--- config.mk ---
export PLATFORM = sky130hd
export DESIGN_NAME = dcache_fsm
export DESIGN_NICKNAME = d
export VERILOG_FILES = /design/src/dcache_pkg.sv /design/src/dcache_fsm.sv
export VERILOG_INCLUDE_DIRS = /design/src
export SDC_FILE = /design/constraint.sdc
export NUM_CORES = 1
export LEC_CHECK = 0
export ABC_AREA = 0
export BUFFER_PORTS_ARGS = -buffer_cell sky130_fd_sc_hd__buf_2
export CAP_MARGIN = 20
export CELL_PAD_IN_SITES_DETAIL_PLACEMENT = 0
export CELL_PAD_IN_SITES_GLOBAL_PLACEMENT = 1
export CORE_MARGIN = 4
export CORE_UTILIZATION = 33
export CTS_CLUSTER_DIAMETER = 80
export DETAILED_ROUTE_END_ITERATION = 8
export PLACE_DENSITY = 0.87
export SETUP_SLACK_MARGIN = 0.05
export SLEW_MARGIN = 40
export SYNTH_ARGS = -nofsm -noshare
export SYNTH_HDL_FRONTEND = slang
export SYNTH_SLANG_ARGS = --single-unit
--- constraint.sdc ---
create_clock -name clk -period 5.71 [get_ports clk]
set_input_delay 0.2855 -clock clk [delete_from_list [all_inputs] [get_ports clk]]
set_output_delay 0.2855 -clock clk [all_outputs]
set_load 0.05 [all_outputs]
--- src/dcache_cfg.svh ---
`ifndef DCACHE_CFG_SVH
`define DCACHE_CFG_SVH

// cache geometry
`define DCACHE_WAYS 2
`define DCACHE_SETS 16
`define DCACHE_LINE_WORDS 4

// derived field widths
`define DCACHE_WAY_W $clog2(`DCACHE_WAYS)
`define DCACHE_INDEX_W $clog2(`DCACHE_SETS)
`define DCACHE_BEAT_W $clog2(`DCACHE_LINE_WORDS)
`define DCACHE_TAG_W (32 - `DCACHE_INDEX_W - `DCACHE_BEAT_W - 2)

// victim selection, must be nonzero
`define DCACHE_LFSR_SEED 8'hB7

`endif

--- src/dcache_pkg.sv ---
`include "dcache_cfg.svh"

package dcache_pkg;

    // load/store access width
    typedef enum logic [1:0] {
        SIZE_BYTE = 2'b00,
        SIZE_HALF = 2'b01,
        SIZE_WORD = 2'b10
    } access_size_e;

    // request address, seen as a raw word or split for the cache
    typedef union packed {
        logic [31:0] raw;
        struct packed {
            logic [`DCACHE_TAG_W-1:0]   tag;
            logic [`DCACHE_INDEX_W-1:0] index;
            logic [`DCACHE_BEAT_W-1:0]  word;
            logic [1:0]                 boff;
        } f;
    } dcache_addr_u;

    typedef struct packed {
        logic                     valid;
        logic                     dirty;
        logic [`DCACHE_TAG_W-1:0] tag;
    } tag_entry_t;

    typedef enum logic [2:0] {
        ST_IDLE,
        ST_LOOKUP,
        ST_WB_ADDR,
        ST_WB_DATA,
        ST_RF_ADDR,
        ST_RF_DATA,
        ST_FILL_WAIT,
        ST_RESPOND
    } cache_state_e;

endpackage

--- src/dcache_fsm.sv ---
`timescale 1ns/1ps
`include "dcache_cfg.svh"

module dcache_fsm (
    input  logic                                      clk,
    input  logic                                      rst_n,
    input  logic                                      req_valid_i,
    input  logic                                      req_write_i,
    input  dcache_pkg::dcache_addr_u                  req_addr_i,
    input  dcache_pkg::access_size_e                  req_size_i,
    input  logic [31:0]                               req_wdata_i,
    input  logic                                      resp_ready_i,
    input  logic                                      mem_req_ready_i,
    input  logic                                      mem_wready_i,
    input  logic                                      mem_rvalid_i,
    input  logic                                      mem_rlast_i,
    input  logic [`DCACHE_WAYS-1:0]                   hit_way_i,
    input  dcache_pkg::tag_entry_t [`DCACHE_WAYS-1:0] lookup_entry_i,
    input  logic [`DCACHE_BEAT_W-1:0]                 beat_i,
    input  logic                                      beat_last_i,
    output logic                                      req_ready_o,
    output logic                                      resp_valid_o,
    output logic                                      mem_req_valid_o,
    output logic                                      mem_req_write_o,
    output logic [31:0]                               mem_req_addr_o,
    output logic                                      mem_wvalid_o,
    output logic                                      mem_wlast_o,
    output dcache_pkg::dcache_addr_u                  cur_addr_o,
    output dcache_pkg::access_size_e                  cur_size_o,
    output logic [31:0]                               cur_wdata_o,
    output logic                                      cur_write_o,
    output logic                                      beat_start_o,
    output logic                                      beat_adv_o,
    output logic                                      tag_we_o,
    output logic [`DCACHE_WAY_W-1:0]                  tag_wr_way_o,
    output dcache_pkg::tag_entry_t                    tag_wr_entry_o,
    output logic                                      data_rd_o,
    output logic                                      data_wr_o,
    output logic [`DCACHE_WAY_W-1:0]                  data_sel_way_o
);

    localparam int WAY_W = `DCACHE_WAY_W;

    dcache_pkg::cache_state_e state_q;
    dcache_pkg::cache_state_e state_d;
    dcache_pkg::dcache_addr_u addr_q;
    dcache_pkg::access_size_e size_q;
    dcache_pkg::tag_entry_t   wb_entry;
    logic [31:0]              wdata_q;
    logic                     write_q;
    logic [7:0]               lfsr_q;
    logic [WAY_W-1:0]         lfsr_way;
    logic [WAY_W-1:0]         victim_q;
    logic [WAY_W-1:0]         hit_idx;
    logic                     st_idle;
    logic                     st_lookup;
    logic                     st_fill;
    logic                     hit;
    logic                     victim_dirty;
    logic                     rf_done;

    assign st_idle   = state_q == dcache_pkg::ST_IDLE;
    assign st_lookup = state_q == dcache_pkg::ST_LOOKUP;
    assign st_fill   = state_q == dcache_pkg::ST_FILL_WAIT;
    assign hit       = |hit_way_i;
    assign lfsr_way  = lfsr_q[WAY_W-1:0];
    assign wb_entry  = lookup_entry_i[victim_q];

    // a clean or empty victim skips the write-back
    assign victim_dirty = lookup_entry_i[lfsr_way].valid && lookup_entry_i[lfsr_way].dirty;

    // rlast normally ends the burst, beat count as backup
    assign rf_done = state_q == dcache_pkg::ST_RF_DATA && mem_rvalid_i
                     && (mem_rlast_i || beat_last_i);

    // one-hot hit vector to way number
    always_comb begin
        hit_idx = '0;
        for (int w = 0; w < `DCACHE_WAYS; w++) begin
            if (hit_way_i[w]) begin
                hit_idx = WAY_W'(w);
            end
        end
    end

    always_ff @(posedge clk) begin
        if (!rst_n) begin
            state_q <= dcache_pkg::ST_IDLE;
            lfsr_q  <= `DCACHE_LFSR_SEED;
        end else begin
            state_q <= state_d;
            // x^8 + x^6 + x^5 + x^4 + 1, free running
            lfsr_q  <= {lfsr_q[6:0], lfsr_q[7] ^ lfsr_q[5] ^ lfsr_q[4] ^ lfsr_q[3]};
        end
    end

    // accepted request and chosen victim
    always_ff @(posedge clk) begin
        if (st_idle && req_valid_i) begin
            addr_q  <= req_addr_i;
            size_q  <= req_size_i;
            wdata_q <= req_wdata_i;
            write_q <= req_write_i;
        end
        if (st_lookup && !hit) begin
            victim_q <= lfsr_way;
        end
    end

    always_comb begin
        state_d = state_q;
        case (state_q)
            dcache_pkg::ST_IDLE: begin
                if (req_valid_i) begin
                    state_d = dcache_pkg::ST_LOOKUP;
                end
            end
            dcache_pkg::ST_LOOKUP: begin
                if (hit) begin
                    state_d = resp_ready_i ? dcache_pkg::ST_IDLE : dcache_pkg::ST_RESPOND;
                end else if (victim_dirty) begin
                    state_d = dcache_pkg::ST_WB_ADDR;
                end else begin
                    state_d = dcache_pkg::ST_RF_ADDR;
                end
            end
            dcache_pkg::ST_WB_ADDR: begin
                if (mem_req_ready_i) begin
                    state_d = dcache_pkg::ST_WB_DATA;
                end
            end
            dcache_pkg::ST_WB_DATA: begin
                if (mem_wready_i && mem_wlast_o) begin
                    state_d = dcache_pkg::ST_RF_ADDR;
                end
            end
            dcache_pkg::ST_RF_ADDR: begin
                if (mem_req_ready_i) begin
                    state_d = dcache_pkg::ST_RF_DATA;
                end
            end
            dcache_pkg::ST_RF_DATA: begin
                if (rf_done) begin
                    state_d = dcache_pkg::ST_FILL_WAIT;
                end
            end
            // tag goes in now, lookup then repeats as a hit
            dcache_pkg::ST_FILL_WAIT: state_d = dcache_pkg::ST_LOOKUP;
            dcache_pkg::ST_RESPOND: begin
                if (resp_ready_i) begin
                    state_d = dcache_pkg::ST_IDLE;
                end
            end
            default: state_d = dcache_pkg::ST_IDLE;
        endcase
    end

    assign req_ready_o     = st_idle;
    assign resp_valid_o    = (st_lookup && hit) || state_q == dcache_pkg::ST_RESPOND;
    assign mem_req_valid_o = state_q == dcache_pkg::ST_WB_ADDR
                             || state_q == dcache_pkg::ST_RF_ADDR;
    assign mem_req_write_o = state_q == dcache_pkg::ST_WB_ADDR;
    assign mem_wvalid_o    = state_q == dcache_pkg::ST_WB_DATA;
    assign mem_wlast_o     = mem_wvalid_o && (&beat_i);

    // line-aligned, victim tag for write-back
    assign mem_req_addr_o = {mem_req_write_o ? wb_entry.tag : addr_q.f.tag,
                             addr_q.f.index, {(`DCACHE_BEAT_W + 2){1'b0}}};

    // the stores read the incoming address while idle
    assign cur_addr_o  = st_idle ? req_addr_i : addr_q;
    assign cur_size_o  = size_q;
    assign cur_wdata_o = wdata_q;
    assign cur_write_o = write_q;

    assign beat_start_o = mem_req_valid_o && mem_req_ready_i;
    assign beat_adv_o   = (mem_wvalid_o && mem_wready_i)
                          || (state_q == dcache_pkg::ST_RF_DATA && mem_rvalid_i);

    // write hit marks dirty, refill installs clean
    assign tag_we_o     = (st_lookup && hit && write_q) || st_fill;
    assign tag_wr_way_o = st_fill ? victim_q : hit_idx;
    always_comb begin
        tag_wr_entry_o.valid = 1'b1;
        tag_wr_entry_o.dirty = !st_fill;
        tag_wr_entry_o.tag   = addr_q.f.tag;
    end

    assign data_rd_o      = st_idle || st_fill;
    assign data_wr_o      = st_lookup && hit && write_q;
    assign data_sel_way_o = victim_q;

endmodule

# After elaboration in Yosys (flattened, before gate mapping)
# Cells that the tools add are included.
# W data, S select, Z words.
[op_classes]
n_lt_le_gt_ge = 2
n_eq_ne = 13
mux = 18
n_bitwise = 3
reduce_logical = 23
[ops]
columns = ["cell", "n"]
rows = [
  ["$mux W24", 3],
  ["$mux W26", 2],
  ["$mux W32", 1],
  ["$mux W3", 9],
  ["$pmux W3 S8", 1],
  ["$eq A3 B3 Y1 const B", 4],
  ["$logic_and A1 B1 Y1", 11],
  ["$ne A2 B2 Y1 const B", 5],
  ["$eq A3 B2 Y1 const B", 2],
  ["$logic_or A1 B1 Y1", 6],
  ["$reduce_and A6 Y1", 1],
  ["$lt A1 B2 Y1 const B", 2],
  ["$eq A3 B1 Y1 const B", 1],
  ["$logic_not A3 Y1", 1],
  ["$xor A1 B1 Y1", 3],
  ["$logic_not A1 Y1", 2],
  ["$mux W1", 2],
  ["$ne A2 B1 Y1 const B", 1],
  ["$reduce_and A2 Y1", 1],
  ["$reduce_or A2 Y1", 1],
]
[totals]
register_bits = 79
in_bits = 132
out_inout_bits = 138
wordCells = 66

# Logic depth before layout (Yosys ltp)
[logic_depth]
ltp_word = 6
depth_mapped = 6
mapped_depth_nobuf = 4

# Worst setup path before layout
# OpenSTA, ideal clock, no wires.
[synth_path]
path_kind = "register to register"
start = "register state_q[2]"
end = "register addr_q[0] (netlist name), enable pin"
setup_ns = 0.432
arrival_time_ns = 2.636
required_ns = 5.278
slack_ns = 2.642
path_stages_with_launch = 5
path_buffers = 2
period_less_slack_ns = 3.068
path_cell_list = "dfxtp_1 > buf_6 > nor3_4 > buf_6 > and2_1"
[synth_via]
elab_chain_len = 2
[synth_lines]
columns = ["item", "line_no", "source"]
rows = [
  ["start: declaration", "dcache_fsm.sv:44", "dcache_pkg::cache_state_e state_q;"],
  ["start signal: assignment", "dcache_fsm.sv:88", "state_q <= dcache_pkg::ST_IDLE;"],
  ["start signal: assignment", "dcache_fsm.sv:91", "state_q <= state_d;"],
  ["$logic_not A3 Y1", "dcache_fsm.sv:62", "assign st_idle = state_q == dcache_pkg::ST_IDLE;"],
  ["named net req_ready_o", "dcache_fsm.sv:21", "output logic req_ready_o,"],
  ["$logic_and A1 B1 Y1", "dcache_fsm.sv:99", "if (st_idle && req_valid_i) begin"],
  ["end signal: assignment", "dcache_fsm.sv:100", "addr_q <= req_addr_i;"],
  ["end: declaration", "dcache_fsm.sv:46", "dcache_pkg::dcache_addr_u addr_q;"],
]
# The timed path passes the listed nets, and every way through them passes these cells.
# A chain may end at the register's enable or synchronous reset.

# Worst setup path after layout
[layout_path]
start = "register state_q[1]"
end = "output mem_req_addr_o[29]"
[layout_via]
elab_chain_len = 2
[layout_lines]
columns = ["item", "line_no", "source"]
rows = [
  ["$eq A3 B2 Y1", "dcache_fsm.sv:162", "assign mem_req_write_o = state_q == dcache_pkg::ST_WB_ADDR;"],
  ["$mux W24", "dcache_fsm.sv:167", "assign mem_req_addr_o = {mem_req_write_o ? wb_entry.tag : addr_q.f.tag,"],
  ["end: declaration", "dcache_fsm.sv:25", "output logic [31:0] mem_req_addr_o,"],
]
# Every way passes these cells.

==> results.toml <==
[floorplan]
die_area_sq_um = 13500
num_rows = 39
die_height_um = 116
core_area_sq_um = 11400
io_pins = 270
start_util = 0.337
die_w_um = 116

[route]
highest_layer = "met4"
dr_wl_met3_um = 986
ant_nets = 0
vias = 3055
post-route-drc-count = 0
first_iter_violations = 84
via_per_inst = 4.53
wl_met1_um = 4270
dr_wl_met2_um = 5700
routedWlPerCell_um = 16.4
dr.pass1.iters = 4
routed_wl_um = 11100

[place]
hpwlAfterDp_um = 8820
io_buffers = 264
gp_congestion = 0.778

[clock_network]
postCtsSetupBuffers = 0
root_buffer = "clkbuf_16"
numCtsBuffers = 9
clkTransAtPathRegs_ps = 60
cts_resized = 0
ctsHoldBuffers = 0
cts_tree = "yes"
clockBufferDepth = 2
htreeDepth = 3
clkSinkCount = 79
clk-insertion-delay-late_ps = 330

[sta]
fmax_mhz = 355
slew_headroom = 0.545
skew_ps = 6.09
period_needed_ps = 2810
tightest_slew_ps = 682
rsz0062_at_grt = "false"
hold_viol_final = 0
fin_tns_setup_ps = 0
finalMaxSlewViolations = 0
setup_viol = 0
min_period_over_period = 0.493

[grt]
grt_pass1_wl_um = 15800
antenna_found_initial = 0
grtUsageTotal = 0.155
grt_max_degree = 53
gr-total-overflow = 0
grt_pass1_vias = 3050

[yosys]
ys_types = 38
yosys.area_share.simple = 0.0867
synth_mux_area_frac = 0.164
syn_area_sq_um = 3850
postSynthAreaPerCell_sq_um = 13.0
ys_async_sr_fraction = 0
synth_compound_area_frac = 0.0552
synth_xor_xnor_area_share = 0.00909
synth-adder-area-share = 0
synth_flop_cell = "edfxtp_1"
synth_top_family_by_area = "multiplexers"
synth-seq-area-share = 0.587
synth_warnings = 0
synth_edf_count = 68
postSynthCellCount = 296
ys_ff_latch = 79

[setup_path]
cp_slowest_cell = "dfxtp_1"
start_kind = "flop"
max_stage_delay_ps = 670
worst-path-max-fanout = 39
cp.required_ps = 5420
critical_path_arrival_ps = 2530
critPathCaptureType = "output port"
critPathKind = "reg -> out"
path_cells = "nor3b_4, buf_4, nor2_1, a21oi_1, buf_2"

[layout]
post-route-util = 0.470
antenna_cells = 0
area_growth_pct = 39.2
nNetsFinal = 659
drive_above_1_share = 0.598
final_cell_mix = "264 x buf_2, 68 x edfxtp_1, 29 x mux2_2"
final_common_cell = "buf_2"

[power_and_ir_drop]
p_per_area_nw_per_um2 = 445
irDropWorstVdd_uv = 249
leakage_nw = 2.47

[run_status]
status = "completed"

[job]
cap_viol_max_count = 0

[worst_hold_path]
worstHoldPathType = "in -> reg"
==> final cells by class <==
cell class | count | area, sq um
flip-flops and latches | 79 | 2260
fillers | 1101 | 6060
inverters | 2 | 7.51
clock inverters | 6 | 92.6
repair buffers | 268 | 1350
clock buffers | 10 | 229
multi-input cells | 167 | 1240
well taps | 143 | 179
==> worst max-delay path, delay by kind of cell (launching register included) <==
| family | cells | cell delay (ps) |
|---|---|---|
| AOI/OAI and AO/OA | 1 | 130 |
| buffers and inverters | 2 | 730 |
| DFF | 1 | 670 |
| and+or+nand+nor | 2 | 640 |
==> layer usage <==
layer | track usage | up-vias
met5 | 0 | -
met4 | 0.0510 | 0
met3 | 0.0366 | 14
met2 | 0.283 | 137
met1 | 0.177 | 1414
li1 | - | 1490
==> stage by stage <==
stage | power (mW) | setup WS [ps] | std cells | hold WS, ps | instance area (sq um)
CTS | 2.42 | 2880 | 675 | 113 | 5360
global route | 2.49 | 2730 | 675 | 111 | 5360
finish | 2.38 | 2900 | 675 | 129 | 5360
floorplan | 1.60 | 2640 | 299 | 359 | 3860
detailed placement | 1.79 | 3230 | 659 | 394 | 5040
global placement | 1.78 | 3330 | 659 | 394 | 5040
==> cell usage after synthesis, types with 2 or more instances <==
cell	number	area, sq um
mux2_1	4	45.0
dfxtp_1	11	220
mux2i_1	26	260
nand2_1	8	30.0
edfxtp_1	68	2040
inv_1	2	7.51
o21ai_0	4	20.0
and3b_1	2	17.5
xor2_1	2	17.5
conb_1	2	7.51
nor2_1	27	101
buf_2	13	65.1
buf_4	33	248
nand2b_1	7	43.8
a21oi_1	26	130
mux2_2	29	327
a21boi_0	2	15.0
xnor2_1	2	17.5
nor2b_1	2	12.5
and2_1	5	31.3
buf_6	4	45.0
==> path summary, 6_finish.rpt <==
path                                               from                       end  slack (ps)  cells past startpoint
worst max-delay path            state_q[1]$_SDFFE_PN0P_        mem_req_addr_o[29]        2900                      5
worst min-delay path                     req_wdata_i[0]  cur_wdata_o[0]$_DFFE_PP_         130                      1
worst max register to register  state_q[2]$_SDFFE_PN0P_      addr_q[24]$_DFFE_PP_        3520                      3
worst min register to register     lfsr_q[1]$_SDFF_PN1_      lfsr_q[2]$_SDFF_PN1_         410                      1
==> cells by family (layout without fill, tap and decap cells) <==
| family | Yosys count | count (layout) |
|---|---|---|
| AND/OR/NAND/NOR | 62 | 62 |
| multiplexers | 59 | 59 |
| AO/OA/AOI/OAI | 37 | 37 |
| flip-flops | 79 | 79 |
| other | 2 | 5 |
| buffers and inverters | 53 | 286 |
| XOR/XNOR | 4 | 4 |
==> sequential cells by signal (all words and copies together) (netlist names) <==
name,flops
cur_wdata_o,32
addr_q,32
cur_size_o,2
state_q,3
lfsr_q,8
cur_write_o,1
data_sel_way_o,1
==> where the power goes <==
| group | leakage [nW] | switching (mW) | total [mW] | internal [mW] |
|---|---|---|---|---|
| Sequential | 0.734 | 0.0451 | 0.760 | 0.715 |
| Combinational | 1.58 | 0.767 | 1.01 | 0.244 |
| Clock | 0.155 | 0.226 | 0.613 | 0.387 |
No activity file was read; power rests on OpenSTA's default activity.
